`config.mk`:
```
export PLATFORM = sky130hd
export DESIGN_NAME = ppc_decode_top
export DESIGN_NICKNAME = d
export VERILOG_FILES = /design/src/ppc_decode_pkg.sv /design/src/decode_if.sv /design/src/ppc_decode_top.sv /design/src/decode_merge.sv /design/src/d_format_decoder.sv /design/src/ds_format_decoder.sv
export SDC_FILE = /design/constraint.sdc
export NUM_CORES = 1
export LEC_CHECK = 0
export BUFFER_PORTS_ARGS = -buffer_cell sky130_fd_sc_hd__buf_2
export CAP_MARGIN = 20
export CORE_ASPECT_RATIO = 1.75
export CORE_UTILIZATION = 48
export CTS_CLUSTER_DIAMETER = 200
export DETAILED_ROUTE_END_ITERATION = 10
export PLACE_DENSITY = 0.79
export RECOVER_POWER = 25
export SLEW_MARGIN = 15
export SYNTH_ARGS = -nofsm -noshare
export SYNTH_HDL_FRONTEND = slang
export SYNTH_SLANG_ARGS = --single-unit
export TNS_END_PERCENT = 5
```
`constraint.sdc`:
```
create_clock -name clock_i -period 1.54 [get_ports clock_i]
set_input_delay 0.077 -clock clock_i [delete_from_list [all_inputs] [get_ports clock_i]]
set_output_delay 0.077 -clock clock_i [all_outputs]
set_load 0.1 [all_outputs]
```
`src/ppc_decode_pkg.sv`:
```
package ppc_decode_pkg;

	localparam int instr_w     = 32; // Instruction word, bit 0 is the MSB
	localparam int addr_w      = 64; // Fetch address and extended immediate
	localparam int reg_w       = 5;  // GPR number
	localparam int imm_field_w = 16; // Immediate as carried between stages
	localparam int opc_w       = 6;  // Primary opcode in bits 0-5

	// DS-format primary opcodes, split further by the XO field in bits 30-31
	localparam logic [opc_w-1:0] opc_ds_load  = 6'd58; // ld, ldu, lwa
	localparam logic [opc_w-1:0] opc_ds_store = 6'd62; // std, stdu, stq

	// D-format primary opcodes
	localparam logic [opc_w-1:0] opc_addi  = 6'd14;
	localparam logic [opc_w-1:0] opc_addis = 6'd15;
	localparam logic [opc_w-1:0] opc_ori   = 6'd24;
	localparam logic [opc_w-1:0] opc_andi  = 6'd28; // andi. in the ISA, sets CR0
	localparam logic [opc_w-1:0] opc_lwz   = 6'd32;
	localparam logic [opc_w-1:0] opc_stw   = 6'd36;

	// One value per decoded instruction
	typedef enum logic [3:0] {
		op_none  = 4'd0,
		op_lwa,
		op_ld,
		op_ldu,
		op_std,
		op_stq,
		op_stdu,
		op_addi,
		op_addis,
		op_ori,
		op_andi,
		op_lwz,
		op_stw
	} decode_op_e;

	// How the merge stage widens the 16-bit immediate to 64 bits
	typedef enum logic [1:0] {
		imm_sext,    // Sign-extend the 16 bits
		imm_sext_ds, // DS displacement with 2'b00 appended, then sign-extend
		imm_sext_hi, // Shift left by 16, then sign-extend
		imm_zext     // Zero-extend
	} imm_kind_e;

endpackage
```
`src/decode_if.sv`:
```
`timescale 1ns/1ps

// Registered result of one format decoder on its way to the merge stage
interface decode_if import ppc_decode_pkg::*; ();

	logic                   valid;      // One-cycle strobe, no back-pressure
	decode_op_e             op;
	logic [reg_w-1:0]       rt;         // Instruction bits 6-10
	logic [reg_w-1:0]       ra;         // Instruction bits 11-15
	logic                   ra_or_zero; // RA of 0 reads as literal zero
	logic [imm_field_w-1:0] imm;
	imm_kind_e              imm_kind;

	modport source (
		output valid, op, rt, ra, ra_or_zero, imm, imm_kind
	);

	modport sink (
		input valid, op, rt, ra, ra_or_zero, imm, imm_kind
	);

endinterface

```
`src/ppc_decode_top.sv`:
```
`timescale 1ns/1ps

// Load/store and immediate decode slice, two cycles from word to result
module ppc_decode_top import ppc_decode_pkg::*; (
	input  logic                clock_i,
	input  logic                arst_n_i,
	input  logic                enable_i,
	input  logic [0:instr_w-1]  instr_i, // Big-endian bit numbering
	input  logic [addr_w-1:0]   pc_i,
	output logic                valid_o,
	output logic                illegal_o,
	output decode_op_e          op_o,
	output logic [reg_w-1:0]    rt_o,
	output logic [reg_w-1:0]    ra_o,
	output logic                ra_or_zero_o,
	output logic [addr_w-1:0]   imm_o,
	output logic [addr_w-1:0]   pc_o
);

	decode_if ds_bus ();
	decode_if d_bus ();

	ds_format_decoder i_ds_dec (
		.clock_i  (clock_i),
		.arst_n_i (arst_n_i),
		.enable_i (enable_i),
		.instr_i  (instr_i),
		.bus_o    (ds_bus)
	);

	d_format_decoder i_d_dec (
		.clock_i  (clock_i),
		.arst_n_i (arst_n_i),
		.enable_i (enable_i),
		.instr_i  (instr_i),
		.bus_o    (d_bus)
	);

	decode_merge i_merge (
		.clock_i      (clock_i),
		.arst_n_i     (arst_n_i),
		.enable_i     (enable_i),
		.pc_i         (pc_i),
		.ds_i         (ds_bus),
		.d_i          (d_bus),
		.valid_o      (valid_o),
		.illegal_o    (illegal_o),
		.op_o         (op_o),
		.rt_o         (rt_o),
		.ra_o         (ra_o),
		.ra_or_zero_o (ra_or_zero_o),
		.imm_o        (imm_o),
		.pc_o         (pc_o)
	);

endmodule

```
`src/decode_merge.sv`:
```
`timescale 1ns/1ps

// Picks the claiming decoder, widens the immediate and flags unclaimed words
module decode_merge import ppc_decode_pkg::*; (
	input  logic                clock_i,
	input  logic                arst_n_i,
	input  logic                enable_i,
	input  logic [addr_w-1:0]   pc_i,
	decode_if.sink              ds_i,
	decode_if.sink              d_i,
	output logic                valid_o,
	output logic                illegal_o,
	output decode_op_e          op_o,
	output logic [reg_w-1:0]    rt_o,
	output logic [reg_w-1:0]    ra_o,
	output logic                ra_or_zero_o,
	output logic [addr_w-1:0]   imm_o,
	output logic [addr_w-1:0]   pc_o
);

	logic                   en_q;  // Lines up with the decoder buses
	logic [addr_w-1:0]      pc_d1; // First pc stage, pc_o is the second
	logic                   sel_valid;
	decode_op_e             sel_op;
	logic [reg_w-1:0]       sel_rt;
	logic [reg_w-1:0]       sel_ra;
	logic                   sel_raz;
	logic [imm_field_w-1:0] sel_imm;
	imm_kind_e              sel_kind;
	logic                   unclaimed;

	function automatic logic [addr_w-1:0] extend_imm(
		input logic [imm_field_w-1:0] imm,
		input imm_kind_e               kind
	);
		case (kind)
			imm_sext, imm_sext_ds:
				return {{(addr_w-imm_field_w){imm[imm_field_w-1]}}, imm};
			imm_sext_hi:
				return {{(addr_w-2*imm_field_w){imm[imm_field_w-1]}}, imm,
					{imm_field_w{1'b0}}};
			default:
				return {{(addr_w-imm_field_w){1'b0}}, imm};
		endcase
	endfunction

	// Opcode sets are disjoint so at most one bus is valid
	always_comb begin
		sel_valid = 1'b1;
		if (ds_i.valid) begin
			sel_op   = ds_i.op;
			sel_rt   = ds_i.rt;
			sel_ra   = ds_i.ra;
			sel_raz  = ds_i.ra_or_zero;
			sel_imm  = ds_i.imm;
			sel_kind = ds_i.imm_kind;
		end else if (d_i.valid) begin
			sel_op   = d_i.op;
			sel_rt   = d_i.rt;
			sel_ra   = d_i.ra;
			sel_raz  = d_i.ra_or_zero;
			sel_imm  = d_i.imm;
			sel_kind = d_i.imm_kind;
		end else begin
			sel_valid = 1'b0;
			sel_op    = op_none; // Idle result is all zero
			sel_rt    = '0;
			sel_ra    = '0;
			sel_raz   = 1'b0;
			sel_imm   = '0;
			sel_kind  = imm_zext;
		end
	end

	assign unclaimed = en_q && !sel_valid;

	always_ff @(posedge clock_i or negedge arst_n_i) begin
		if (!arst_n_i) begin
			en_q         <= 1'b0;
			valid_o      <= 1'b0;
			illegal_o    <= 1'b0;
			op_o         <= op_none;
			rt_o         <= '0;
			ra_o         <= '0;
			ra_or_zero_o <= 1'b0;
			imm_o        <= '0;
			pc_o         <= '0;
		end else begin
			en_q         <= enable_i;
			valid_o      <= sel_valid;
			illegal_o    <= unclaimed;
			op_o         <= sel_op;
			rt_o         <= sel_rt;
			ra_o         <= sel_ra;
			ra_or_zero_o <= sel_raz;
			imm_o        <= extend_imm(sel_imm, sel_kind);
			pc_o         <= pc_d1; // Address of the word being reported
		end
	end

	always_ff @(posedge clock_i) begin
		pc_d1 <= pc_i;
	end

endmodule

```
`src/d_format_decoder.sv`:
```
`timescale 1ns/1ps

// D-format arithmetic, logical and word load/store words
module d_format_decoder import ppc_decode_pkg::*; (
	input  logic                 clock_i,
	input  logic                 arst_n_i,
	input  logic                 enable_i,
	input  logic [0:instr_w-1]   instr_i,
	decode_if.source             bus_o
);

	logic [opc_w-1:0] opcode;
	logic             hit;
	decode_op_e       op_next;
	imm_kind_e        kind_next;
	logic             raz_next;

	assign opcode = instr_i[0:opc_w-1];

	always_comb begin
		hit       = 1'b1;
		op_next   = op_none;
		kind_next = imm_sext;
		raz_next  = 1'b1;
		case (opcode)
			opc_addi: op_next = op_addi;
			opc_addis: begin
				op_next   = op_addis;
				kind_next = imm_sext_hi;
			end
			// Logical immediates are unsigned and RA is a real source
			opc_ori: begin
				op_next   = op_ori;
				kind_next = imm_zext;
				raz_next  = 1'b0;
			end
			opc_andi: begin
				op_next   = op_andi;
				kind_next = imm_zext;
				raz_next  = 1'b0;
			end
			opc_lwz: op_next = op_lwz;
			opc_stw: op_next = op_stw;
			default: hit = 1'b0; // Left to the other decoder or flagged illegal
		endcase
	end

	always_ff @(posedge clock_i or negedge arst_n_i) begin
		if (!arst_n_i)
			bus_o.valid <= 1'b0;
		else
			bus_o.valid <= enable_i && hit;
	end

	always_ff @(posedge clock_i) begin
		if (enable_i) begin
			bus_o.op         <= op_next;
			bus_o.rt         <= instr_i[6:10];  // RT, or RS for stores and logicals
			bus_o.ra         <= instr_i[11:15];
			bus_o.ra_or_zero <= raz_next;
			bus_o.imm        <= instr_i[16:31];
			bus_o.imm_kind   <= kind_next;
		end
	end

endmodule

```
`src/ds_format_decoder.sv`:
```
`timescale 1ns/1ps

// DS-format integer load/store words, primary opcodes 58 and 62
module ds_format_decoder import ppc_decode_pkg::*; (
	input  logic                 clock_i,
	input  logic                 arst_n_i,
	input  logic                 enable_i,
	input  logic [0:instr_w-1]   instr_i,
	decode_if.source             bus_o
);

	logic [opc_w-1:0] opcode;
	logic [1:0]       xo;
	logic             hit;
	decode_op_e       op_next;
	logic             raz_next;

	assign opcode = instr_i[0:opc_w-1];
	assign xo     = instr_i[30:31];

	always_comb begin
		hit      = 1'b0;
		op_next  = op_none;
		raz_next = 1'b1; // Only the update forms use RA as a real register
		if (opcode == opc_ds_load) begin
			hit = (xo != 2'd3); // XO 3 is not supported here
			case (xo)
				2'd0: op_next = op_ld;
				2'd1: begin
					op_next  = op_ldu;
					raz_next = 1'b0;
				end
				2'd2: op_next = op_lwa;
				default: op_next = op_none;
			endcase
		end else if (opcode == opc_ds_store) begin
			hit = (xo != 2'd3);
			case (xo)
				2'd0: op_next = op_std;
				2'd1: begin
					op_next  = op_stdu;
					raz_next = 1'b0;
				end
				2'd2: op_next = op_stq;
				default: op_next = op_none;
			endcase
		end
	end

	always_ff @(posedge clock_i or negedge arst_n_i) begin
		if (!arst_n_i)
			bus_o.valid <= 1'b0;
		else
			bus_o.valid <= enable_i && hit;
	end

	always_ff @(posedge clock_i) begin
		if (enable_i) begin
			bus_o.op         <= op_next;
			bus_o.rt         <= instr_i[6:10];
			bus_o.ra         <= instr_i[11:15];
			bus_o.ra_or_zero <= raz_next;
			bus_o.imm        <= {instr_i[16:29], 2'b00}; // Word-aligned displacement
			bus_o.imm_kind   <= imm_sext_ds;
		end
	end

endmodule

```
==> impl_metrics.yaml <==
floorplanning:
  dieArea_um2: 13600
  initial_core_util_pct: 48.8
  fp.dieW_um: 88.5
  core_um2: 12900
  chipHeight_um: 153
  pin_count: 244
  row_count: 55
yosys:
  synth-edff-count: 37
  ys_types: 35
  yosys_warnings: 0
  ys_async_sr_fraction_pct: 53.5
  ys_seq_area_share_pct: 84.3
  ys_seq_elements: 217
  syn-num-nets: 481
  ys.flop_type: "dfrtp_1"
  syn-cell-area_um2: 6280
  postSynthAreaPerCell_um2: 16.7
  synth_cells: 376
drt:
  vias: 4018
  drc_errors: 0
  routed_wl_mm: 15.1
  routed_via_density: 4.52
  drtPass1Iterations: 4
  met1Wirelength_mm: 4.85
  avgRoutedWirePerCell_um: 17.0
  met2_length_mm: 8.61
  wl_met3_um: 814
  antenna_left: 0
  dr.first_iter.drc_count: 111
  routed.top_layer: "met4"
worst_setup_path:
  rr_startpoint: "i_ds_dec.bus_o.valid"
  cp.arrival_ps: 1460
  rr_worst_depth: 3
  critical_path.max_stage_delay_ps: 610
  reg2reg_slack_ps: 200
  cp_num_buf_inv: 1
  cp-start-kind: "register"
  crit_chain: "buf_4"
  reg2reg_to: "i_merge.imm_o[24]"
  cp.required_ps: 1460
  cp-end-kind: "output port"
  slowest_stage: "dfrtp_4"
  cp_top_family: "flip-flops"
  crit_fanout: 33
  crit_type: "register to output port"
sta:
  slew_viol_final: 0
  tightest_slew_ps: 778
  skew_ps: 6.28
  rsz0062_at_grt: "true"
  setup_viol: 0
  fmax_ghz: 0.651
  period_share_pct: 99.8
  slew_headroom_pct: 48.1
  period_needed_ps: 1540
  fin_setup_tns_ps: 0
  fin_hold_ws_ps: 35.4
  hold_viol: 0
min_path:
  hold_depth: 3
  hold_class: "input port to register"
  min-delay-start: "instr_i[0]"
  min_to: "i_d_dec.bus_o.valid"
grt:
  antenna_found_initial: 1
  grt_max_degree: 55
  gr-usage-all-layers_pct: 22.3
  grt_pass1_vias: 4309
  grt_first_pass_wirelength_mm: 22.3
  grt_overflow: 0
clock_network:
  insertion_delay_ps: 480
  numCtsBuffers: 19
  htreeDepth: 1
  root_buffer: "clkbuf_16"
  cts_tree: "built"
  post_cts_buffers: 0
  cts_buffer_depth: 3
  clkTransAtPathRegs_ps: 70
  cts_sinks: 217
place:
  dp_hpwl_mm: 9.28
  portBuffers: 243
  finalWeightedCongestion: 0.778
final_layout:
  layout_common_cells: "buf_2 (205), dfrtp_1 (115), dlygate4sd3_1 (97), dfxtp_1 (64), edfxtp_1 (37)"
  drive_above_1_share_pct: 39.8
  final_common_cell: "buf_2"
  nets: 808
  final_util_pct: 71.2
  synthToLayoutAreaGrowth_pct: 45.8
power:
  powerDensity_nw_per_um2: 1340
  peakVddDrop_v: 0.000698
  power_leakage_nw: 4.53
outcome:
  status: "complete, no violations"
job:
  maxCapViolCount: 0
## cell families after synthesis
| family | share of synthesized area (%) |
|---|---|
| DFF | 84.3 |
| and+or+nand+nor | 7.55 |
| AOI/OAI and AO/OA | 1.89 |
| muxes | 0.159 |
| adders and majority gates | 1.20 |
| buffers and inverters | 4.90 |
## registers in the layout (all words and copies together), names as in the netlist, 2 cells and up
name	count
i_d_dec.bus_o.imm	15
i_d_dec.bus_o.imm_kind	2
i_d_dec.bus_o.op	4
i_d_dec.bus_o.ra	5
i_d_dec.bus_o.rt	5
i_ds_dec.bus_o.op	3
i_merge.imm_o	32
i_merge.op_o	4
i_merge.pc_d1	64
i_merge.pc_o	64
i_merge.ra_o	5
i_merge.rt_o	5
## metrics by stage
stage          power [W]  instances  setup WS [ps]  instance area [um2]
6_report          0.0123        889           3.06                 9160
5_1_grt           0.0127        888          -75.8                 9150
4_1_cts           0.0123        887          -14.8                 9150
3_5_place_dp     0.00774        756            208                 7510
3_3_place_gp     0.00769        756            323                 7510
2_1_floorplan    0.00733        376            136                 6280
## what timing repair did
item,4_1_cts,5_1_grt
hold endpoints to repair,213,0
gates cloned,0,0
endpoints found under the setup margin,33,34
hold buffers,97,0
resized for setup,34,1
## Yosys cell counts (2+ instances only)
library cell  count  area [um2]
a21oi_1           6        30.0
a22o_1            4        35.0
and2_1           11        68.8
and3_1            3        18.8
buf_2             6        30.0
buf_4            32         240
dfrtp_1         116        2900
dfxtp_1          64        1280
edfxtp_1         37        1110
ha_1              6        75.1
inv_1             6        22.5
nand2_1          36         135
nand4b_1          2        17.5
nor2_1            7        26.3
nor2b_1          15        93.8
nor3_1            2        10.0
nor4b_1           2        17.5
o21ai_0           2        10.0
o22ai_1           3        18.8
## tightest hold or removal path, cell delays in order
cell     delay, ps
buf_2          130
a21oi_1        120
o22ai_1        130
## layout make-up
cell class                 instances  area (um2)
antenna                            2        5.00
timing repair buffer             346        2350
clock buffer                      24         514
multi-input combinational        113         684
fill                             807        3710
tap                              171         214
clock inverter                    10        68.8
inverter                           6        22.5
sequential                       217        5300
## where the power goes
group	total (W)	internal (W)	leakage, nW	switching [W]
registers	0.00619	0.00609	2.36	0.0000997
logic	0.00165	0.000397	1.89	0.00125
clock network	0.00442	0.00240	0.281	0.00201
## layer usage
layer	vias to the layer above	track usage [%]
met5	-	0
met4	0	12.7
met3	49	3.89
met2	185	43.2
met1	1940	20.7
li1	1844	-
## worst max-delay path by stage
stage | cells past startpoint | startpoint | slack (ps) | endpoint
2_1_floorplan | 1 | i_merge.imm_o[62] | 140 | imm_o[32]
3_3_place_gp | 3 | i_ds_dec.bus_o.valid | 320 | i_merge.imm_o[28]
3_5_place_dp | 3 | i_ds_dec.bus_o.valid | 210 | i_merge.imm_o[24]
4_1_cts | 1 | i_merge.imm_o[62] | -10 | imm_o[53]
5_1_grt | 1 | i_merge.imm_o[62] | -80 | imm_o[53]
6_report | 1 | i_merge.imm_o[62] | 3 | imm_o[60]
Power figures use the tool's default switching activity.
